### config.mk
export PLATFORM = sky130hd
export DESIGN_NAME = bus_response
export DESIGN_NICKNAME = d
export VERILOG_FILES = /design/src/verilog/soc_pkg.sv /design/src/verilog/bus_response.sv
export SDC_FILE = /design/constraint.sdc
export NUM_CORES = 1
export LEC_CHECK = 0
export BUFFER_PORTS_ARGS = -buffer_cell sky130_fd_sc_hd__buf_2
export CELL_PAD_IN_SITES_DETAIL_PLACEMENT = 0
export CELL_PAD_IN_SITES_GLOBAL_PLACEMENT = 1
export CORE_MARGIN = 2
export CORE_UTILIZATION = 27
export DETAILED_ROUTE_END_ITERATION = 6
export GPL_ROUTABILITY_DRIVEN = 0
export MAX_ROUTING_LAYER = met4
export PLACE_DENSITY_LB_ADDON = 0.1
export RECOVER_POWER = 100
export SETUP_SLACK_MARGIN = 0.4
export SLEW_MARGIN = 20
export SYNTH_ARGS = -nofsm -noshare
export SYNTH_HDL_FRONTEND = slang
export SYNTH_SLANG_ARGS = --single-unit
### constraint.sdc
create_clock -name clock_50 -period 1.6 [get_ports clock_50]
set_input_delay 0.08 -clock clock_50 [delete_from_list [all_inputs] [get_ports clock_50]]
set_output_delay 0.08 -clock clock_50 [all_outputs]
set_load 0.02 [all_outputs]
### src/verilog/soc_pkg.sv
package soc_pkg;

  // bus geometry
  localparam int addr_w = 32;
  localparam int data_w = 32;

  // scratch ram
  localparam int ram_words = 1024;
  localparam int ram_aw = 10;

  // address regions in the top nibble
  localparam logic [3:0] region_ram = 4'd3;
  localparam logic [3:0] region_io = 4'd4;

  // chip select codes
  typedef logic [3:0] cs_t;

  localparam cs_t cs_none = 4'd0;
  localparam cs_t cs_ram = 4'd3;
  localparam cs_t cs_io = 4'd4;

  // io register indices in address bits 5:2
  localparam logic [3:0] io_switches = 4'd0;
  localparam logic [3:0] io_leds = 4'd1;
  localparam logic [3:0] io_reload = 4'd2;
  localparam logic [3:0] io_status = 4'd3;

  // one bit per index set for each read only register
  localparam logic [15:0] io_ro_mask = 16'h0009;

  localparam int timer_w = 16;

  // same bus word seen as a memory region or as an io register
  typedef union packed {
    struct packed {
      logic [3:0] region;
      logic [addr_w-7:0] offset;
      logic [1:0] byte_sel;
    } region_v;
    struct packed {
      logic [3:0] region;
      logic [addr_w-11:0] unused;
      logic [3:0] reg_idx;
      logic [1:0] byte_sel;
    } io_v;
  } soc_addr_t;

endpackage
### src/verilog/bus_response.sv
`timescale 1ns/100ps

module bus_response (
  input  logic                          clock_50,
  input  logic                          reset,
  input  logic                          start,
  input  soc_pkg::cs_t                  cs,
  input  logic [1:0]                    fault,
  input  logic [soc_pkg::data_w-1:0]    ram_rdata,
  input  logic [soc_pkg::data_w-1:0]    io_rdata,
  input  logic [1:0]                    io_irq,
  input  logic                          read,
  input  logic                          write,
  output logic [soc_pkg::data_w-1:0]    readdata,
  output logic                          waitrequest,
  output logic                          done,
  output logic [2:0]                    interrupt
);
  import soc_pkg::*;

  logic start_d;
  logic [1:0] fault_q;
  logic [data_w-1:0] merged;

  always_comb
  begin
    case (cs)
      cs_ram: merged = ram_rdata;
      cs_io: merged = io_rdata;
      default: merged = '0;
    endcase
  end

  // slave data is ready one cycle after the strobe
  always_ff @(posedge clock_50)
  begin
    if (reset)
    begin
      start_d <= 1'b0;
      done <= 1'b0;
      fault_q <= 2'b00;
    end
    else
    begin
      start_d <= start;
      done <= start_d;
      if (start)
        fault_q <= fault;
    end
  end

  always_ff @(posedge clock_50)
  begin
    if (start_d)
      readdata <= (fault_q != 2'b00) ? '0 : merged;
  end

  assign waitrequest = (read || write) && !done;

  // faults outrank io sources
  always_comb
  begin
    if (|fault_q)
      interrupt = {1'b0, fault_q};
    else if (|io_irq)
      interrupt = {1'b1, io_irq};
    else
      interrupt = 3'b000;
  end

endmodule

After elaboration in Yosys (flattened, before gate mapping) --
Index checks and enable logic that the tools add are counted.
Cells by class: eq/ne operators 2, reductions and logical operators 6, muxes and demuxes 3
Operators with widths (count):
- case mux 32 bit (2 select lines) | 1
- two-way mux 3 bit | 2
- == test 4 x 2 -> 1 bit (second input constant) | 1
- == test 4 x 3 -> 1 bit (second input constant) | 1
- OR reduction 2 bit | 2
- nonzero test 2 bit | 1
- logical AND 1 bit | 1
- logical NOT 1 bit | 1
- logical OR 1 bit | 1
Word-level totals: input bits 77, logic and storage cells 15, output and inout port bits 37, register bits 36

Depth between registers and ports, before layout --
Gate-level depths: netlist (run 1).
depth in word-level cells 3, depth in mapped cells 4, mapped depth without buffers 3

Least setup slack after synthesis (run 1) --
Ideal clock, no wire load.
path type register to register, start point reg fault_q[1], end point reg readdata[10] (netlist name) (data pin), data arrival time 1.408 ns, setup time 0.128 ns, required time 1.472 ns, cell stages (with the launch flop) 5, clock period less this slack 1.536 ns, slack 0.064 ns, path buffers 1, cells stage by stage dfxtp_1 or3_4 nor4b_4 buf_6 a22o_2
Between the ends: longest elaborated chain between the ends 1
RTL lines:
- start, declared | RTL line bus_response.sv:22 | logic [1:0] fault_q;
- start signal, assigned | RTL line bus_response.sv:48 | fault_q <= fault;
- nonzero test 2 bit | RTL line bus_response.sv:55 | readdata <= (fault_q != 2'b00) ? '0 : merged;
- end signal, assigned | RTL line bus_response.sv:55
- end, declared | RTL line bus_response.sv:14 | output logic [soc_pkg::data_w-1:0] readdata,
No other way between the ends. A chain may end at the register's enable or synchronous reset.

Worst setup path after layout (run 1) --
start point reg fault_q[0], end point reg readdata[11] (netlist name) (data pin)
Same word-level chain as after synthesis.

==> results.md, run 1 <==
- Reg area: 1044 um2
- I/O pin cnt: 114
- Setup violators final: 0
- Syn Area/Cell: 16.55 um2
- Power density over the cells: 823.5 nW/um2
- Synth top area cells: edfxtp_1, a22o_2, a22o_1
- Vias in the first global route: 1,254
- Clk_skew: 0.005403 ns
- Worst Path Arrival: 1.68 ns
- Critical path's largest stage delay: 0.39 ns
- Vias/cell: 4.464
- Final min period: 1.534 ns
- Syn Inst Count: 92
- CP required: 1.75 ns
- DRT Pass-1 Iters: 4
- WS Path Type: register to register
- Layout Nets: 296
- H-Tree Depth: 2
- Area leader, netlist: edfxtp_1
- Initial antenna violation count: 0
- Worst VDD drop: 267.6 uV
- Seq/Total Area, Yosys: 68.36%
- Syn Nets: 169
- Global-route wire length before repair: 5947 um
- Slew Limit Fails: 0
- Fmax: 651.7 MHz
- Routed length per placed instance: 13.85 um
- Clk_lat worst skew: 0.28 ns
- Clock-pin slew on the worst setup and hold paths: 0.07 ns
- Top-count cell post-synth: edfxtp_1
- Largest net degree at the start of global routing: 34
- Top post-synthesis cells by count: edfxtp_1, a22o_2, a22o_1, nor2_1, dfxtp_1
- Leak: 1.032 nW
- Count of state elements after synthesis: 36
- Ys flop type: edfxtp_1
- CTS Buffer Depth: 2
- CTS Buf Count: 5
- Synth top area share: 63.11%
- CTS tree: done
- Setup WS pre-CTS: 0.007681 ns
- DIE AREA: 6256 um2
- Synth warnings: 0
- CP Max Fanout: 8
- Hold Vio Cnt, Final: 0
- Area grow syn2layout: 53.33%
- Clock Sinks: 36
- Gr usage total: 13.05%
- Outcome: finished, final reports clean
- Slew headroom: 45.01%
- Asr flop ratio synth: 0%
- Initial Util: 27.82%
- Post-Syn Area: 1523 um2
- Pwr Total: 1.923 mW
- Final WL: 4030 um
- Slowest cell on the critical path: or3_4
- Critical Path End Type: register
- Via count: 1,299
- DRC: 0
- Share of layout cells above drive strength 1: 56.16%
- GR Overflow Total: 0
- Final WS setup: 0.06565 ns
- Cell variety after synth: 17
- Multi-input gate area: 478.0 um2
- HP Class: primary input to register
- Fill count: 556
- Die height: 79.10 um
- Die X: 79.10 um
- RSZ-0062 raised after global routing: true
- Port bufs: 113
- Final ANT Viol Nets: 0
- Critical-path cell list: or3_4, nor4b_4, buf_4, buf_6, a22o_1
- # rows: 27
- Max_cap viols: 0
- CP startpoint kind: register
- DR iter-0 viols: 39
- Core area: 5473 um2
- Worst Tran Pin Value: 0.8249 ns
- Post-synth EDFFs: 32
- HPWL after detailed placement: 2838 um
- Fin crit share: 95.90%
- Root Driver: clkbuf_8
- Ant diodes: 0
## per-stage QoR
step / cell area [um2] / utilization (%) / setup TNS [ns] / instances / hold WS [ns]
after floorplan: 1525 / - / 0 / 92 / 0.1442
after global placement: 2203 / 40.26 / 0 / 278 / 0.2818
after detailed placement: 2203 / 40.26 / 0 / 278 / 0.2858
after CTS: 2370 / 43.30 / 0 / 290 / 0.05131
after global routing: 2335 / 42.66 / -0.2487 / 291 / 0.05650
final: 2335 / 42.66 / 0 / 291 / 0.05063
## logic make-up after synthesis
family	count (synthesis)	synth area share [%]
AO/OA/AOI/OAI	34	21.03
buffers and inverters	8	3.697
flip-flops	36	68.36
multiplexers	2	1.315
AND/OR/NAND/NOR	12	5.587
## per-layer routing
| layer | up-vias | routed length, um | track usage [%] |
|---|---|---|---|
| met4 | 0 | 71 | 4.828 |
| li1 | 628 | - | - |
| met2 | 66 | 2047 | 21.36 |
| met5 | - | 0 | - |
| met3 | 7 | 310 | 4.205 |
| met1 | 598 | 1600 | 15.07 |
## state kept, by name, indices dropped and copies added, names as in the netlist
signal and cells:
done 1, fault_q 2, readdata 32, start_d 1
## worst paths after layout
path | slack [ns] | start | end | depth (start not counted)
max | 0.07 | fault_q[0] | readdata[11] | 5
min | 0.05 | fault[0] | fault_q[0] | 3
max reg2reg | 0.07 | fault_q[0] | readdata[11] | 5
min reg2reg | 0.65 | fault_q[1] | fault_q[1] | 3
## cell usage in the layout (no fill, tap or decap)
cell	instances
a22o_4	5
buf_2	75
or3_4	1
nor2b_1	2
inv_2	1
clkbuf_8	5
nand2_1	1
dfxtp_2	2
nor3_4	1
clkinv_2	1
nor4b_4	1
a22o_1	11
clkbuf_2	1
inv_1	1
edfxtp_1	32
clkbuf_1	39
a21o_2	1
buf_6	4
dlygate4sd3_1	1
nor2_1	5
nor3_2	1
buf_8	1
dfxtp_1	2
o21ai_2	1
a22o_2	16
buf_4	6
mux2i_1	2
## timing repair
item	4_1_cts	5_1_grt
cloned	2	0
gates resized for setup	11	10
hold buffers	1	0
setup buffers	2	1
setup endpoints to repair	32	34
pin swaps	3	1
endpoints found under the hold margin	4	0
## worst max-delay path, delay by kind of cell, from the launching register on
family / cells / cell delay (ns)
AND/OR/NAND/NOR: 2 / 0.63
AO/OA/AOI/OAI: 1 / 0.13
flip-flops: 1 / 0.32
buffers and inverters: 2 / 0.32
## layout make-up
cell class | count | area share, %
multi-input combinational | 48 | 20.47
sequential | 36 | 44.69
timing repair buffer | 126 | 27.33
tap | 72 | 3.859
clock buffer | 6 | 3.108
clock inverter | 1 | 0.2144
inverter | 2 | 0.3215
## where the power goes
group / leakage [nW] / internal (mW) / switching [mW]
Clock: 0.0410 / 0.296 / 0.301
Sequential: 0.370 / 1.05 / 0.00698
Combinational: 0.621 / 0.131 / 0.136
Note: power is estimated with default switching activity, not from simulation.
==> inputs of run 2 (changes only) <==
--- a/config.mk
+++ b/config.mk
@@ -9,7 +9,7 @@
 export CELL_PAD_IN_SITES_DETAIL_PLACEMENT = 0
 export CELL_PAD_IN_SITES_GLOBAL_PLACEMENT = 1
 export CORE_MARGIN = 2
-export CORE_UTILIZATION = 27
+export CORE_UTILIZATION = 29
 export DETAILED_ROUTE_END_ITERATION = 6
 export GPL_ROUTABILITY_DRIVEN = 0
 export MAX_ROUTING_LAYER = met4
==> constraint.sdc (replaced) <==
create_clock -name clock_50 -period 1.5 [get_ports clock_50]
set_input_delay 0.075 -clock clock_50 [delete_from_list [all_inputs] [get_ports clock_50]]
set_output_delay 0.075 -clock clock_50 [all_outputs]
set_load 0.02 [all_outputs]
==> run 2 against run 1 <==
The run now ends with setup timing left. Final cell count decreased by 0.34%. Hold slack got worse by 0.025 ns. Core utilization increased by 4.4 points. Combinational power increased by 15%. Via count increased by 1.6%. Cell area increased by 2.2%. Worst setup slack got worse by 0.083 ns. Total power increased by 8.9%. Global-route usage increased by 1.7 points. Die area decreased by 6.6%. Non-clock buffer count unchanged. Maximum frequency increased by 1.1%. Largest cell class unchanged.
==> results.md, run 2 (same netlist as run 1, synthesis figures left out) <==
- Reg2reg setup slack: -0.02 ns
- Global-route wire length before repair: 6548 um
- DRC: 0
- Hold Vio Cnt, Final: 0
- Core area: 5075 um2
- Max_cap viols: 0
- Clock Sinks: 36
- Capturing point of the worst reg2reg path: readdata[12]
- Via count: 1,320
- Hold_sp: fault[1]
- WS Path Type: register to register
- Outcome: complete, but fails checks
- GR Overflow Total: 0
- RSZ-0062 raised after global routing: true
- H-Tree Depth: 2
- Gr usage total: 14.77%
- DIE AREA: 5846 um2
- Port bufs: 113
- R2R depth: 5
- Failing checks: setup timing
- Smallest hold slack: 0.02559 ns
- Die height: 76.46 um
- CP required: 1.66 ns
- Fin crit share: 101.1%
- Max reg flops: 32
- HPWL after detailed placement: 2865 um
- Vias/cell: 4.552
- Commonest non-fill, non-tap cell in the layout: buf_2
- Leak: 1.065 nW
- I/O pin cnt: 114
- Core Util, Final: 47.02%
- Slew Limit Fails: 0
- Worst VDD drop: 319.6 uV
- CTS tree: done
- DRT Pass-1 Iters: 4
- Layout Nets: 296
- Routed length per placed instance: 14.34 um
- Biggest register: readdata
- Power density over the cells: 877.2 nW/um2
- Critical Path End Type: register
- Final min period: 1.517 ns
- CTS Buffer Depth: 2
- Clk_lat worst skew: 0.28 ns
- Final ANT Viol Nets: 0
- Slew headroom: 44.33%
- Top Registers: readdata (32), fault_q (2)
- Share of layout cells above drive strength 1: 57.73%
- Most frequent cells in the layout: buf_2, clkbuf_1, edfxtp_1
- Final WL: 4160 um
- Clock-pin slew on the worst setup and hold paths: 0.07 ns
- Die X: 76.46 um
- Worst Tran Pin Value: 0.8350 ns
- HP Class: primary input to register
- # rows: 26
- DR iter-0 viols: 61
- CTS Buf Count: 5
- Fmax: 659.2 MHz
- Largest net degree at the start of global routing: 34
- Area grow syn2layout: 56.70%
- Final WS setup: -0.01706 ns
- Hold path depth: 3
- Initial Util: 30.00%
- CP startpoint kind: register
- CP Max Fanout: 8
- Ant diodes: 0
- Reg-to-reg startpoint: fault_q[0]
- Worst Path Arrival: 1.67 ns
- Initial antenna violation count: 0
- Hold endpoint: fault_q[1]
- Root Driver: clkbuf_8
- Clk_skew: 0.005980 ns
- Setup violators final: 1
- Vias in the first global route: 1,335
-- run 2: cell count changes in the layout (fill, tap and decap cells not counted), sizes merged --
cell	previous run	this run
clkbuf	45	40
buf	86	90
clkinv	1	3
-- run 2: how the worst max path moves through the flow --
stage,start,to,slack [ns],cells past startpoint
2_1_floorplan,fault_q[0],readdata[10],-0.02,4
3_3_place_gp,fault_q[0],readdata[4],-0.04,4
3_5_place_dp,fault_q[0],readdata[4],-0.06,4
4_1_cts,fault_q[0],readdata[12],-0.05,5
5_1_grt,fault_q[0],readdata[12],-0.08,5
6_report,fault_q[0],readdata[12],-0.02,5
-- run 2: repair_timing --
item,CTS,global route
hold buffers,1,0
pin swaps,2,1
cloned,2,0
hold endpoints to repair,4,0
setup endpoints to repair,35,35
buffers inserted,2,1
gates resized for setup,21,7
-- run 2: routing by layer --
layer | GRT usage (%) | vias up | routed length (um)
met5 | - | - | 0
met4 | 3.818 | 0 | 42
met3 | 4.858 | 5 | 281
met2 | 25.49 | 69 | 2118
met1 | 16.49 | 613 | 1717
li1 | - | 633 | -
-- run 2: cell type report --
| type | count | area (um2) |
|---|---|---|
| timing repair buffer | 126 | 669.4 |
| multi-input combinational | 48 | 495.5 |
| fill | 523 | 2689 |
| tap | 70 | 87.58 |
| inverter | 2 | 7.507 |
| clock buffer | 5 | 68.82 |
| sequential | 36 | 1044 |
| clock inverter | 3 | 13.76 |
-- run 2: per-stage QoR --
step | setup slack, ns | std cells | TNS [ns] | instance area (um2) | power (mW)
4_1_cts | -0.04858 | 289 | -0.6895 | 2409 | 2.118
3_3_place_gp | -0.04305 | 276 | -0.6937 | 2201 | 1.422
3_5_place_dp | -0.06056 | 276 | -1.336 | 2201 | 1.427
2_1_floorplan | -0.02353 | 92 | -0.6656 | 1525 | 1.269
5_1_grt | -0.07537 | 290 | -1.738 | 2386 | 2.189
6_report | -0.01706 | 290 | -0.01706 | 2386 | 2.093
-- run 2: worst max-delay path: stages (launching register included) --
cell	delay, ns
dfxtp_2	0.32
or3_4	0.39
nor4b_4	0.23
buf_6	0.16
buf_8	0.14
a22o_2	0.14
-- run 2: report_power, final --
| part | internal [mW] | switching, mW |
|---|---|---|
| clock network | 0.315 | 0.342 |
| logic | 0.156 | 0.151 |
| registers | 1.12 | 0.00771 |
| total | 1.59 | 0.501 |
==> inputs of run 3 (changes only) <==
--- a/config.mk
+++ b/config.mk
@@ -9,11 +9,11 @@
 export CELL_PAD_IN_SITES_DETAIL_PLACEMENT = 0
 export CELL_PAD_IN_SITES_GLOBAL_PLACEMENT = 1
 export CORE_MARGIN = 2
-export CORE_UTILIZATION = 29
+export CORE_UTILIZATION = 32
 export DETAILED_ROUTE_END_ITERATION = 6
 export GPL_ROUTABILITY_DRIVEN = 0
 export MAX_ROUTING_LAYER = met4
-export PLACE_DENSITY_LB_ADDON = 0.1
+export PLACE_DENSITY = 0.93
 export RECOVER_POWER = 100
 export SETUP_SLACK_MARGIN = 0.4
 export SLEW_MARGIN = 20
==> constraint.sdc (replaced) <==
create_clock -name clock_50 -period 1.9 [get_ports clock_50]
set_input_delay 0.095 -clock clock_50 [delete_from_list [all_inputs] [get_ports clock_50]]
set_output_delay 0.095 -clock clock_50 [all_outputs]
set_load 0.02 [all_outputs]
==> run 3 against run 2 <==
The run now ends clean. Die area fell by 8.9%. Clock skew rose by 0.0051 ns. Worst setup slack improved by 0.26 ns. Clock power fell by 2%. Wire length fell by 2.9%. Non-clock buffer count fell by 2. Critical path depth did not move. Sequential cell count did not move. Maximum frequency fell by 8.7%. First-iteration DRC count rose by 79%. Clock-buffer cell count did not move. Core utilization rose by 2.8 points. Largest cell class unchanged.
==> results.md, run 3 (same netlist as run 1, synthesis figures left out) <==
- Outcome: finished, final reports clean
- Largest net degree at the start of global routing: 23
- Layout Nets: 294
- Biggest register: readdata
- Clock Sinks: 36
- Slew headroom: 39.78%
- Root Driver: clkbuf_8
- Port bufs: 113
- I/O pin cnt: 114
- Final ANT Viol Nets: 0
- CP required: 2.06 ns
- CP top delay family: simple AND/OR/NAND/NOR gates
- CTS Buffer Depth: 2
- Leak: 1.029 nW
- Final WL: 4038 um
- Vias/cell: 4.710
- Vias in the first global route: 1,215
- Hold Vio Cnt, Final: 0
- Most frequent cells in the layout: buf_2, clkbuf_1, edfxtp_1
- DRT Pass-1 Iters: 4
- H-Tree Depth: 2
- HP Class: primary input to register
- Setup_tns: 0 ns
- Reg area: 1041 um2
- Ant diodes: 0
- Met3 GRT Util: 4.144%
- RSZ-0062 raised after global routing: true
- Global-route wire length before repair: 5754 um
- Core area: 4661 um2
- Multi-input gate area: 461.7 um2
- CP startpoint kind: register
- M2 GR Usage: 23.82%
- Routed length per placed instance: 14.85 um
- Fmax: 602.0 MHz
- GR Overflow Total: 0
- Slew Limit Fails: 0
- Max_cap viols: 0
- Clk_lat worst skew: 0.29 ns
- Worst Tran Pin Value: 0.9033 ns
- DIE AREA: 5326 um2
- Initial antenna violation count: 0
- Slowest cell on the critical path: or3_4
- Initial Util: 32.67%
- HPWL after detailed placement: 2894 um
- Setup violators final: 0
- DR iter-0 viols: 109
- Core Util, Final: 49.83%
- Top Registers: readdata (32), fault_q (2)
- Critical Path End Type: register
- Commonest non-fill, non-tap cell in the layout: buf_2
- Hold Buf Count CTS: 0
- Fill count: 445
- Worst Path Arrival: 1.82 ns
- Fin crit share: 87.43%
- Via count: 1,281
- Worst VDD drop: 412.4 uV
- Busiest grt layer: met2
- Critical path's largest stage delay: 0.39 ns
- Max reg flops: 32
- Die height: 72.98 um
- # rows: 25
- DRC: 0
- Clk_skew: 0.01106 ns
- Die X: 72.98 um
- WS Path Type: register to register
- CTS tree: done
- Crit path buffers/inverters: 2
- Share of layout cells above drive strength 1: 52.29%
- Met1 Use GR: 17.58%
- CP Max Fanout: 6
- Critical-path cell list: or3_4, nor4b_1, buf_6, clkbuf_16, a22o_2
- CTS Buf Count: 5
- Clock-pin slew on the worst setup and hold paths: 0.07 ns
- Area grow syn2layout: 52.51%
- Gr usage total: 14.93%
- Power density over the cells: 756.3 nW/um2
- Final min period: 1.661 ns
## run 3: final cells by class
cell class	count	share of cell area (%)
flip-flops and latches	36	44.83
repair buffers	124	27.48
multi-input cells	48	19.88
clock buffers	5	2.963
well taps	54	2.909
clock inverters	3	1.616
inverters	2	0.3233
## run 3: routing by layer
metal	share of wire (%)	wire, um	vias to the layer above
met4	1.2	49	0
li1	-	-	628
met3	6.1	245	4
met1	39	1594	595
met5	0	0	-
met2	53	2148	54
## run 3: stage by stage
stage | hold slack [ns] | std cells | cell area (um2) | total power [mW] | worst slack [ns]
finish | 0.03042 | 272 | 2322 | 1.756 | 0.2388
global route | 0.02068 | 272 | 2322 | 1.832 | 0.1716
CTS | 0.008770 | 269 | 2297 | 1.772 | 0.3552
detailed placement | 0.3143 | 259 | 2172 | 1.122 | 0.2970
global placement | 0.3076 | 259 | 2172 | 1.119 | 0.3428
floorplan | 0.1600 | 92 | 1524 | 1.002 | 0.3761
## run 3: path summary, 6_finish.rpt
path	cells after the start	start	slack, ns	end
max	5	fault_q[0]	0.24	readdata[9]
min reg2reg	2	fault_q[1]	0.56	fault_q[1]
max reg2reg	5	fault_q[0]	0.24	readdata[9]
min	2	reset	0.03	start_d
## run 3: report_power, final
group | total [mW] | internal [mW] | switching (mW)
combinational | 0.216 | 0.106 | 0.110
clock | 0.648 | 0.382 | 0.266
sequential | 0.893 | 0.885 | 0.00781
## run 3: timing repair
| action | CTS | global route |
|---|---|---|
| gates cloned | 1 | 2 |
| setup buffers | 1 | 1 |
| pin swaps | 1 | 1 |
| resized for setup | 2 | 13 |
| endpoints found under the setup margin | 32 | 32 |
