File: src/verilog/soc_pkg.sv
package soc_pkg;

  // bus geometry
  localparam int addr_w = 32;
  localparam int data_w = 32;

  // scratch ram
  localparam int ram_words = 1024;
  localparam int ram_aw = 10;

  // address regions in the top nibble
  localparam logic [3:0] region_ram = 4'd3;
  localparam logic [3:0] region_io = 4'd4;

  // chip select codes
  typedef logic [3:0] cs_t;

  localparam cs_t cs_none = 4'd0;
  localparam cs_t cs_ram = 4'd3;
  localparam cs_t cs_io = 4'd4;

  // io register indices in address bits 5:2
  localparam logic [3:0] io_switches = 4'd0;
  localparam logic [3:0] io_leds = 4'd1;
  localparam logic [3:0] io_reload = 4'd2;
  localparam logic [3:0] io_status = 4'd3;

  // one bit per index set for each read only register
  localparam logic [15:0] io_ro_mask = 16'h0009;

  localparam int timer_w = 16;

  // same bus word seen as a memory region or as an io register
  typedef union packed {
    struct packed {
      logic [3:0] region;
      logic [addr_w-7:0] offset;
      logic [1:0] byte_sel;
    } region_v;
    struct packed {
      logic [3:0] region;
      logic [addr_w-11:0] unused;
      logic [3:0] reg_idx;
      logic [1:0] byte_sel;
    } io_v;
  } soc_addr_t;

endpackage
File: src/verilog/io_regs.sv
`timescale 1ns/100ps

module io_regs (
  input  logic                          clock_50,
  input  logic                          reset,
  input  logic                          io_read,
  input  logic                          io_write,
  input  soc_pkg::soc_addr_t            acc_addr,
  input  logic [soc_pkg::data_w-1:0]    acc_wdata,
  input  logic [3:0]                    acc_be,
  input  logic [15:0]                   switches,
  output logic [15:0]                   leds,
  output logic [soc_pkg::data_w-1:0]    io_rdata,
  output logic [1:0]                    io_irq
);
  import soc_pkg::*;

  logic [15:0] sw_meta;
  logic [15:0] sw_sync;
  logic [15:0] sw_prev;
  logic [timer_w-1:0] reload;
  logic [timer_w-1:0] count;
  logic [1:0] pending;
  logic [1:0] set_bits;
  logic [3:0] idx;
  logic timer_tick;

  function automatic logic [15:0] merge_bytes(input logic [15:0] old_val,
                                              input logic [15:0] new_val,
                                              input logic [1:0] be);
    logic [15:0] res;
    res = old_val;
    if (be[0])
      res[7:0] = new_val[7:0];
    if (be[1])
      res[15:8] = new_val[15:8];
    return res;
  endfunction

  assign idx = acc_addr.io_v.reg_idx;
  assign timer_tick = (reload != '0) && (count <= timer_w'(1));
  assign set_bits = {sw_sync != sw_prev, timer_tick};
  assign io_irq = pending;

  // switch sync preloaded on reset so a static input raises nothing
  always_ff @(posedge clock_50)
  begin
    if (reset)
    begin
      sw_meta <= switches;
      sw_sync <= switches;
      sw_prev <= switches;
    end
    else
    begin
      sw_meta <= switches;
      sw_sync <= sw_meta;
      sw_prev <= sw_sync;
    end
  end

  always_ff @(posedge clock_50)
  begin
    if (reset)
    begin
      leds <= 16'h0000;
      reload <= '0;
      count <= '0;
      pending <= 2'b00;
    end
    else
    begin
      if (io_write && idx == io_leds)
        leds <= merge_bytes(leds, acc_wdata[15:0], acc_be[1:0]);
      // a new reload restarts the count
      if (io_write && idx == io_reload)
      begin
        reload <= merge_bytes(reload, acc_wdata[15:0], acc_be[1:0]);
        count <= merge_bytes(reload, acc_wdata[15:0], acc_be[1:0]);
      end
      else if (timer_tick)
        count <= reload;
      else if (reload != '0)
        count <= count - timer_w'(1);
      // a new event wins over a clearing status read
      if (io_read && idx == io_status)
        pending <= set_bits;
      else
        pending <= pending | set_bits;
    end
  end

  always_ff @(posedge clock_50)
  begin
    if (io_read)
    begin
      case (idx)
        io_switches: io_rdata <= {16'h0000, sw_sync};
        io_leds: io_rdata <= {16'h0000, leds};
        io_reload: io_rdata <= {{(data_w-timer_w){1'b0}}, reload};
        io_status: io_rdata <= {30'h0, pending};
        default: io_rdata <= '0;
      endcase
    end
  end

endmodule

File: config.mk
export PLATFORM = sky130hd
export DESIGN_NAME = io_regs
export DESIGN_NICKNAME = d
export VERILOG_FILES = /design/src/verilog/soc_pkg.sv /design/src/verilog/io_regs.sv
export SDC_FILE = /design/constraint.sdc
export NUM_CORES = 1
export LEC_CHECK = 0
export ABC_AREA = 1
export ABC_CLOCK_PERIOD_IN_PS = 1600
export BUFFER_PORTS_ARGS = -buffer_cell sky130_fd_sc_hd__buf_4
export CORE_ASPECT_RATIO = 0.6
export CORE_MARGIN = 1.5
export CORE_UTILIZATION = 45
export CTS_CLUSTER_DIAMETER = 40
export CTS_CLUSTER_SIZE = 30
export DETAILED_ROUTE_END_ITERATION = 7
export GPL_ROUTABILITY_DRIVEN = 1
export GPL_TIMING_DRIVEN = 0
export PLACE_DENSITY_LB_ADDON = 0.05
export SLEW_MARGIN = 5
export SYNTH_ARGS = -nofsm -noshare
export SYNTH_HDL_FRONTEND = slang
export SYNTH_SLANG_ARGS = --single-unit
File: constraint.sdc
create_clock -name clock_50 -period 1.6 [get_ports clock_50]
set_clock_uncertainty 0.05 [all_clocks]
set_input_delay 0.16 -clock clock_50 [delete_from_list [all_inputs] [get_ports clock_50]]
set_output_delay 0.16 -clock clock_50 [all_outputs]
set_load 0.01 [all_outputs]
== After elaboration in Yosys (flattened, before gate mapping) ==
Cells that the tools add are included.
Cells by class
  add/subtract/negate cells: 1
  order comparisons: 1
  eq/ne operators: 4
  mux-type cells: 9
  bitwise gates (word level): 1
  reductions and logical operators: 9
Operators by type and width (number)
  $mux W16: 5
  $pmux W16 S4: 1
  $le A16 B1 Y1 const B: 1
  $mux W8: 2
  $ne A16 B16 Y1: 1
  $reduce_bool A16 Y1: 1
  $sub A16 B1 Y16 const B: 1
  $eq A4 B2 Y1 const B: 2
  $eq A4 B1 Y1 const B: 1
  $logic_and A1 B1 Y1: 4
  $logic_not A4 Y1: 1
  $reduce_and A2 Y1: 2
  $reduce_bool A3 Y1: 1
  $mux W2: 1
  $or A2 B2 Y2: 1
Word-level totals
  register bits: 130
  input port bits: 88
  output and inout bits: 50
  logic and storage cells: 34

== Longest topological paths before layout ==
Gate-level depths: netlist of the first run.
  depth after elaboration: 4
  gate-level depth with buffers: 12
  gate-level depth less buffers: 11

== Worst setup path after synthesis of the first run ==
Ideal clock, no wire load.
  path kind: register to register
  start: reg count[0]
  end: reg count[13]
  library setup time: 0.122 ns
  data arrival time: 1.437 ns
  required time: 1.428 ns
  path slack: -0.009 ns
  stages on the path, launching flop included: 13
  buffers on the path: 1
  period minus slack after synthesis: 1.609 ns
  cell sequence: dfxtp_1 -> inv_1 -> ha_1 -> nor2_1 -> nor2_1 -> nand2_1 -> nor2_4 -> nand2_4 -> nand2_4 -> buf_6 -> nand2_2 -> nand2_2 -> a21oi_2
Between the ends
  word-level cells in the longest chain between the ends: 4
  elaborated cells on any way between the ends: 7
  those cells by class: add/sub (1); order compare (1); mux (3); reduce/logical (2)
Ends and longest elaborated chain
  start, declared: RTL line io_regs.sv:22  | logic [timer_w-1:0] count;
  start signal, assigned: RTL line io_regs.sv:79  | count <= merge_bytes(reload, acc_wdata[15:0], acc_be[1:0]);
  start signal, assigned: RTL line io_regs.sv:82  | count <= reload;
  start signal, assigned: RTL line io_regs.sv:84  | count <= count - timer_w'(1);
  $sub A16 B1 Y16 or $le A16 B1 Y1 (tied branches): RTL line io_regs.sv:84, io_regs.sv:41
  $mux W16 or $logic_and A1 B1 Y1 (tied branches): RTL line io_regs.sv:83, io_regs.sv:41
  $mux W16: RTL line io_regs.sv:81  | else if (timer_tick)
  $mux W16: RTL line io_regs.sv:76  | if (io_write && idx == io_reload)
Parallel ways exist; a longest one is shown, timed or not. The select of a mux whose other input is x is not followed.
A chain may end at the register's enable or synchronous reset.

== Worst setup path in the final report of the first run ==
  start: reg count[0]
  end: reg count[9]
The elaborated chain is that of the path after synthesis.

==> results of run 1 <==
-- repair_timing --
action                                  in CTS  in global routing
buffers inserted                            12                  0
hold endpoints to repair                    50                  0
hold buffers                                18                  0
pin swaps                                   10                  9
gates resized for setup                     31                 33
endpoints found under the setup margin      17                 17
gates cloned                                 2                  1
-- cell usage after synthesis (2+ instances only) --
| cell type | instances |
|---|---|
| a21oi_1 | 42 |
| a21oi_2 | 11 |
| buf_2 | 7 |
| buf_4 | 17 |
| buf_6 | 3 |
| clkbuf_1 | 14 |
| dfxtp_1 | 98 |
| edfxtp_1 | 16 |
| ha_1 | 2 |
| inv_1 | 76 |
| inv_2 | 9 |
| mux2_2 | 2 |
| nand2_1 | 170 |
| nand2_2 | 23 |
| nand2_4 | 4 |
| nand3_1 | 25 |
| nand3_2 | 4 |
| nand4_1 | 7 |
| nor2_1 | 36 |
| nor2_2 | 7 |
| nor2_4 | 5 |
| o2111ai_1 | 2 |
| o21ai_0 | 53 |
| o21ai_1 | 4 |
| o221ai_1 | 14 |
| xnor2_1 | 16 |
| xor2_1 | 5 |
-- metrics by stage --
| stage | total power, mW | util, % | hold WS, ns | TNS (ns) | cell area [µm²] |
|---|---|---|---|---|---|
| 2_1_floorplan | 4.27 | - | 0.138 | 0 | 5340 |
| 3_3_place_gp | 4.65 | 53.5 | 0.224 | -3.55 | 6090 |
| 3_5_place_dp | 4.69 | 53.5 | 0.225 | -3.60 | 6090 |
| 4_1_cts | 9.12 | 63.6 | 0.000262 | -0.457 | 7240 |
| 5_1_grt | 9.63 | 64.3 | 0.0195 | -1.56 | 7320 |
| 6_report | 9.29 | 64.3 | -0.000396 | -0.615 | 7320 |
-- report_power, final --
| group | switching (mW) | total (mW) | internal (mW) |
|---|---|---|---|
| registers | 0.129 | 3.20 | 3.08 |
| clock network | 1.40 | 4.22 | 2.82 |
| logic | 1.07 | 1.86 | 0.789 |
| total | 2.60 | 9.29 | 6.69 |
-- tightest hold or removal path, cell delays in order --
cell and delay [ns]:
buf_4 0.09, o21ai_0 0.07, a21oi_1 0.10
-- sequential cells by signal (all words and copies together), names as in the netlist --
signal and flops:
count 16, leds 16, reload 16, sw_meta 16, io_irq 2, io_rdata 16
sw_prev 16, sw_sync 16
-- area by class of cell --
type	instances	area, µm²	area share (%)
sequential	114	2450	33.5
clock inverter	9	136	1.86
inverter	85	324	4.43
tap	160	200	2.74
buffer	41	249	3.40
clock buffer	23	532	7.27
timing repair buffer	104	896	12.2
multi-input combinational	451	2530	34.6
-- routing by layer --
layer | global-route usage [%] | wire length [µm] | vias up
met4 | 8.90 | 204 | 0
li1 | - | - | 2420
met5 | 0 | 0 | -
met2 | 36.3 | 6380 | 186
met1 | 37.9 | 7770 | 2340
met3 | 7.04 | 1220 | 20
-- path summary, 6_finish.rpt --
kind	startpoint	endpoint	slack, ns	depth (start not counted)
hold reg to reg	sw_meta[12]	sw_sync[12]	0.36	2
hold / removal	acc_wdata[12]	leds[12]	-0.0004	3
setup / recovery	count[0]	count[9]	-0.08	12
setup reg to reg	count[0]	count[9]	-0.08	12
-- cells by family after synthesis --
family | after synthesis
flops | 114
other cells | 1
buf+inv | 127
fa+ha+maj | 2
simple gates | 283
compound gates | 126
xor+xnor | 21
mux | 2
==> impl_metrics.csv, run 1 <==
group,metric,value,unit
status,status,"finished with violations",
status,failed_checks,"hold timing, setup timing",
cells_and_area,nFillCells,995,
clock_network,cts_tree,"done",
logic_synthesis,synth_cells,676,
logic_synthesis,synth_fa_ha_area_share,0.474,%
critical_path,crit_arrival,1.97,ns
logic_synthesis,synth_top_family_by_area,"simple AND/OR/NAND/NOR gates",
cells_and_area,insertedDiodeCount,0,
sta,rsz0062_at_grt,"yes",
critical_path,max_stage_delay,0.36,ns
critical_path,crit_path_start_kind,"flop",
die,die_x,143,µm
logic_synthesis,synthDistinctLibCells,31,
cells_and_area,final_cells,987,
critical_path,required,1.90,ns
placed_design,io_buffers,73,
placed_design,dp.cells,924,
logic_synthesis,avgSynthCellArea,7.81,µm²
die,rows,30,
logic_synthesis,yosysTopAreaCellShare,37.2,%
power,p_leak,3.29,nW
clock_network,cts_max_level,4,
sta,timing_hold_violations_final,1,
cells_and_area,fin_nets,904,
sta,setup_viol,13,
global_routing,grt_usage,25.8,%
sta,slew_headroom,59.5,%
sta,final_max_slew_viol_count,0,
clock_network,cts-root-buf,"clkbuf_16",
critical_path,worstSetupPathType,"flop to flop",
routing,viasPerCell,5.03,
routing,first_pass_iters,5,
logic_synthesis,synth_simple_gate_area_share,24.6,%
cells_and_area,layout_common_cells,"nand2_1, buf_4, dfxtp_1",
logic_synthesis,synth-edff-count,16,
global_routing,grt_pass1_vias,4654,
clock_network,insertion_delay,0.41,ns
power,power_density,1270,mW/mm²
routing,drc,0,
logic_synthesis,synth_largest_area_cell,"dfxtp_1",
cells_and_area,layout_commonest_cell,"nand2_1",
clock_network,cts.path.max_buffers,2,
logic_synthesis,async_reset_ff_share,0,%
critical_path,worstPathCellList,"inv_4 > ha_4 > nor2_4 > nor2_4 > nand2_2 > nor2_4 > nand2_4 > buf_12 > buf_12 > nand3_2 > nand2_2 > a21oi_2",
sta,fin_crit,1.68,ns
sta,max_freq,596,MHz
sta,holdWs,-0.000396,ns
die,start_util,46.4,%
logic_synthesis,synth-main-ff-cell,"dfxtp_1",
logic_synthesis,synth_area_leaders,"dfxtp_1, nand2_1, edfxtp_1",
placed_design,dpl.hpwl,11.2,mm
cells_and_area,drive_gt1_share,29.9,%
sta,worst_slew_pin_slew,0.607,ns
critical_path,worstPathMaxFanout,5,
routing,wirelength,15.6,mm
die,core,0.0114,mm²
routing,drt_first_iter_violations,385,
hold_path,min_path_type,"primary input to flop",
global_routing,grt_pass1_wl,23.7,mm
die,dieArea,0.0124,mm²
global_routing,grt_overflow,0,
run,maxCapViolations,0,
routing,vias,4966,
die,die_y,86.9,µm
die,io_pins,138,
logic_synthesis,ys_seq_area_share,46.3,%
cells_and_area,syn2layout_area_growth,38.6,%
critical_path,crit_slowest_cell,"dfxtp_4",
placed_design,pre_cts_ws,-0.273,ns
critical_path,cp-end-kind,"flop",
critical_path,crit_family,"simple AND/OR/NAND/NOR gates",
logic_synthesis,muxShareOfSynthArea,0.427,%
global_routing,antenna_found_initial,0,
clock_network,cts_inserted_buffers,17,
logic_synthesis,synthXorXnorAreaFrac,3.48,%
critical_path,critPathBufInv,3,
sta,layout_setup_ws,-0.0765,ns
logic_synthesis,synth-compound-area-share,13.9,%
logic_synthesis,synth_area,0.00528,mm²
clock_network,cts.sinks,114,
power,peakVddDrop,907,µV
global_routing,grt_max_degree,18,
sta,fin_crit_sh,105,%
logic_synthesis,ys_warn_count,0,
placed_design,gp_congestion,0.914,
logic_synthesis,synth_seq_cells,114,
critical_path,crit_path_frequent_cell,"nor2_4",
routing,ant_nets,0,
clock_network,clkTransAtPathRegs,0.06,ns
routing,wl_per_cell,15.8,µm
No activity file was read; power rests on OpenSTA's default activity.
==> run 2, diff against run 1 <==
- BUFFER_PORTS_ARGS: -buffer_cell sky130_fd_sc_hd__buf_4 -> -buffer_cell sky130_fd_sc_hd__buf_2
==> run 2 against run 1 <==
Against the previous run:
- the flow finishes with violations (setup timing)
- core utilization shrank 3.3 points
- clock power decreased by 14%
- flip-flop and latch count unchanged
- clock-buffer cell count down 3
- register-to-register slack better by 0.02 ns
- critical path depth unchanged
- die area did not move
- fmax grew 1.2%
- routed wire length shrank 3.3%
- highest routed layer unchanged
==> impl_metrics.csv, run 2 (synthesis gave the netlist of run 1 again) <==
group,metric,value,unit
clock_network,cts-root-buf,"clkbuf_16",
routing,drc,0,
cells_and_area,fin_util,61.0,%
power,p_int,5.96,mW
power,power_density,1230,mW/mm²
die,die_y,86.9,µm
cells_and_area,drive_gt1_share,29.3,%
power,peakVddDrop,745,µV
cells_and_area,insertedDiodeCount,0,
sta,max_freq,604,MHz
sta,slew_headroom,60.5,%
die,core,0.0114,mm²
routing,drt_first_iter_violations,350,
sta,rsz0062_at_grt,"yes",
run,maxCapViolations,0,
critical_path,worstSetupPathType,"flop to flop",
clock_network,clkTransAtPathRegs,0.06,ns
cells_and_area,nFillCells,1027,
power,p_switching,2.58,mW
routing,vias,4974,
placed_design,dpl.hpwl,11.3,mm
die,dieArea,0.0124,mm²
global_routing,grt_max_degree,18,
sta,setup_viol,14,
placed_design,gp_congestion,0.904,
global_routing,grt_pass1_vias,4640,
power,p_leak,3.17,nW
sta,holdWs,0.00433,ns
cells_and_area,fin_nets,902,
critical_path,worstPathMaxFanout,6,
clock_network,cts.path.max_buffers,2,
clock_network,insertion_delay,0.42,ns
routing,viasPerCell,5.05,
cells_and_area,syn2layout_area_growth,31.5,%
clock_network,cts_inserted_buffers,17,
sta,fin_tns_setup,-0.456,ns
sta,fin_crit,1.66,ns
cells_and_area,design_area,0.00694,mm²
die,die_x,143,µm
critical_path,required,1.88,ns
die,rows,30,
routing,first_pass_iters,5,
global_routing,grt_pass1_wl,23.3,mm
global_routing,grt_overflow,0,
sta,fin_crit_sh,104,%
power,power,8.53,mW
critical_path,crit_path_start_kind,"flop",
power,pwr-share-clk,42.5,%
critical_path,cp-end-kind,"flop",
cells_and_area,layout_commonest_cell,"nand2_1",
power,combPwrFrac,19.9,%
hold_path,min_path_type,"primary input to flop",
critical_path,crit_arrival,1.94,ns
status,status,"finished with violations",
placed_design,io_buffers,73,
routing,wirelength,15.1,mm
die,start_util,46.4,%
placed_design,placed_area,0.00590,mm²
sta,timing_hold_violations_final,0,
clock_network,cts.sinks,114,
sta,layout_setup_ws,-0.0568,ns
die,io_pins,138,
routing,ant_nets,0,
cells_and_area,layout_common_cells,"nand2_1, dfxtp_1, buf_2",
clock_network,cts_tree,"done",
power,p_sw_share,30.2,%
sta,final_max_slew_viol_count,0,
clock_network,cts_max_level,4,
power,seqPwrFrac,37.5,%
sta,worst_slew_pin_slew,0.592,ns
global_routing,grt_usage,25.5,%
global_routing,antenna_found_initial,0,
status,failed_checks,"setup timing",
routing,wl_per_cell,15.3,µm
## run 2: cell count changes in the layout (fill, tap and decap cells not counted), sizes merged
cell / change
dlygate4sd3: -2
clkbuf: -4
bufinv: -3
clkinv: +4
inv: +2
buf: +1
## run 2: routing by layer
layer,track usage [%],routed length (µm)
met4,9.09,242
met5,0,0
met3,5.11,1030
met1,38.0,7740
met2,36.4,6050
## run 2: stage by stage
stage / std cells / setup slack, ns
after floorplan: 691 / 0.0269
after global placement: 924 / -0.285
after detailed placement: 924 / -0.284
after CTS: 985 / -0.0357
after global routing: 985 / -0.145
final: 985 / -0.0568
## run 2: final timing paths
path / from / endpoint / slack [ns] / cells after the start
worst max-delay path: count[0] / count[4] / -0.06 / 12
worst max register to register: count[0] / count[4] / -0.06 / 12
worst min-delay path: acc_wdata[13] / leds[13] / 0.004 / 3
worst min register to register: sw_meta[5] / sw_sync[5] / 0.36 / 2
## run 2: critical path, stage by stage, from the launching register on
cell and delay, ns:
dfxtp_4 0.36, inv_4 0.06, ha_4 0.14, nor2_4 0.05, nor2_4 0.09, nand2_2 0.07, nor2_4 0.15, nand2_4 0.09
buf_12 0.14, buf_12 0.13, nand2_2 0.05, nand3b_1 0.06, a21oi_1 0.14
## run 2: timing repair
item	4_1_cts	5_1_grt
endpoints found under the hold margin	48	0
setup buffers	12	0
resized for setup	31	23
hold buffers	16	0
setup endpoints to repair	17	17
cloned	1	1
pin swaps	4	9
## run 2: final cells by class
| class | instances | area (µm²) | area share, % |
|---|---|---|---|
| Inverter | 85 | 324 | 4.67 |
| Clock buffer | 20 | 479 | 6.91 |
| Clock inverter | 12 | 96.3 | 1.39 |
| Sequential cell | 114 | 2450 | 35.3 |
| Buffer | 42 | 269 | 3.88 |
| Timing Repair Buffer | 101 | 657 | 9.47 |
| Multi-Input combinational cell | 451 | 2460 | 35.5 |
| Tap cell | 160 | 200 | 2.88 |
## run 2: power groups by stage
stage | combinational [mW] | clock [mW] | sequential [mW]
2_1_floorplan | 1.03 | 0 | 3.23
3_3_place_gp | 1.37 | 0 | 3.25
3_5_place_dp | 1.40 | 0 | 3.25
4_1_cts | 1.62 | 3.66 | 3.20
5_1_grt | 1.88 | 3.78 | 3.22
6_report | 1.70 | 3.63 | 3.20
==> run 3, diff against run 2 <==
- CORE_ASPECT_RATIO: 0.6 -> 1.1
==> run 3 against run 2 <==
Against the previous run:
- the run still ends with setup timing left
- sequential share of layout area is 0.46 points lower
- largest power group unchanged
- clock-buffer cell count is 1 lower
- highest routed layer unchanged
- core utilization is 0.42 points higher
- sequential power hardly changed
- flip-flop and latch count stayed put
- critical path type unchanged
- routed wire length is 6.7% lower
- die area is 0.17% lower
==> impl_metrics.csv, run 3 (synthesis gave the netlist of run 1 again) <==
group,metric,value,unit
status,status,"finished with violations",
status,failed_checks,"setup timing",
cells_and_area,insertedDiodeCount,0,
run,maxCapViolations,0,
clock_network,insertion_delay,0.41,ns
clock_network,clkTransAtPathRegs,0.05,ns
cells_and_area,final_cells,975,
cells_and_area,drive_gt1_share,29.7,%
cells_and_area,design_area,0.00703,mm²
power,power_density,1240,mW/mm²
sta,timing_hold_violations_final,0,
global_routing,grt_pass1_wl,22.2,mm
routing,wirelength,14.1,mm
placed_design,gp_congestion,0.863,
routing,wl_per_cell,14.4,µm
cells_and_area,fin_util,61.4,%
sta,slew_headroom,60.2,%
sta,worst_slew_pin_slew,0.598,ns
global_routing,antenna_found_initial,0,
global_routing,grt_usage,23.4,%
die,start_util,46.1,%
global_routing,grt_pass1_vias,4621,
die,core,0.0114,mm²
placed_design,placed_area,0.00589,mm²
global_routing,grt_max_degree,18,
die,dieArea,0.0124,mm²
clock_network,cts_inserted_buffers,17,
die,io_pins,138,
sta,max_freq,610,MHz
global_routing,grt_overflow,0,
cells_and_area,layout_common_cells,"nand2_1, dfxtp_1, buf_2",
routing,ant_nets,0,
clock_network,cts_tree,"done",
placed_design,pre_cts_ws,-0.247,ns
power,peakVddDrop,648,µV
routing,drt_first_iter_violations,290,
cells_and_area,layout_commonest_cell,"nand2_1",
hold_path,min_path_type,"primary input to flop",
die,die_x,106,µm
routing,viasPerCell,4.83,
placed_design,dp.cells,914,
routing,drc,0,
die,rows,41,
clock_network,cts.path.max_buffers,2,
placed_design,dpl.hpwl,10.4,mm
clock_network,cts_max_level,4,
critical_path,required,1.89,ns
cells_and_area,fin_nets,902,
routing,first_pass_iters,5,
clock_network,cts.sinks,114,
routing,vias,4709,
sta,layout_setup_ws,-0.0395,ns
critical_path,worstSetupPathType,"flop to flop",
sta,fin_crit,1.64,ns
critical_path,crit_path_start_kind,"flop",
critical_path,worstPathMaxFanout,6,
critical_path,cp-end-kind,"flop",
power,p_leak,3.21,nW
sta,final_max_slew_viol_count,0,
placed_design,io_buffers,73,
clock_network,cts-root-buf,"clkbuf_16",
sta,rsz0062_at_grt,"yes",
die,die_y,117,µm
cells_and_area,syn2layout_area_growth,33.1,%
critical_path,crit_arrival,1.93,ns
sta,fin_tns_setup,-0.240,ns
sta,setup_viol,9,
sta,fin_crit_sh,102,%
[run 3: worst paths after layout]
check,from,end,slack (ns),cells past startpoint
max,count[0],count[13],-0.04,12
min,acc_wdata[11],leds[11],0.03,3
max reg2reg,count[0],count[13],-0.04,12
min reg2reg,sw_meta[1],sw_sync[1],0.37,2
[run 3: power by group]
part / internal, mW / switching [mW] / leakage, nW
clock network: 2.45 / 1.35 / 0.292
registers: 3.07 / 0.123 / 0.976
logic: 0.722 / 1.00 / 1.94
total: 6.24 / 2.47 / 3.21
[run 3: area by class of cell]
class,instances,area [µm²]
flip-flops and latches,114,2450
multi-input cells,451,2530
clock inverters,13,158
plain buffers,42,272
clock buffers,19,433
fillers,1072,4410
repair buffers,101,674
inverters,85,324
well taps,150,188
[run 3: metrics by stage]
stage	power, mW	hold WS, ns
after floorplan	4.27	0.138
after global placement	4.59	0.227
after detailed placement	4.63	0.228
after CTS	8.63	0.0168
after global routing	9.09	0.0241
final	8.72	0.0322
[run 3: routing by layer]
metal	vias up	global-route usage, %	wire [µm]	share of wire, %
met4	0	9.01	312	2.2
li1	2416	-	-	-
met3	28	5.47	426	3.0
met2	100	43.6	7360	52
met5	-	0	0	0
met1	2165	25.9	5960	42
[run 3: critical path: stages, from the launching register on]
cell and delay [ns]:
dfxtp_4 0.36, inv_4 0.06, ha_4 0.14, nor2_4 0.04, nor2_4 0.08, nand2_2 0.07
nor2_4 0.16, nand2_4 0.09, buf_12 0.14, buf_6 0.13, nand3_2 0.06, nand2_2 0.06
a21oi_2 0.13
[run 3: repair_timing]
item                                    in CTS  in global routing
hold endpoints to repair                    48                  0
hold buffers                                16                  0
resized for setup                           33                 26
gates cloned                                 1                  2
pin swaps                                    7                  8
endpoints found under the setup margin      17                 17
setup buffers                               10                  1
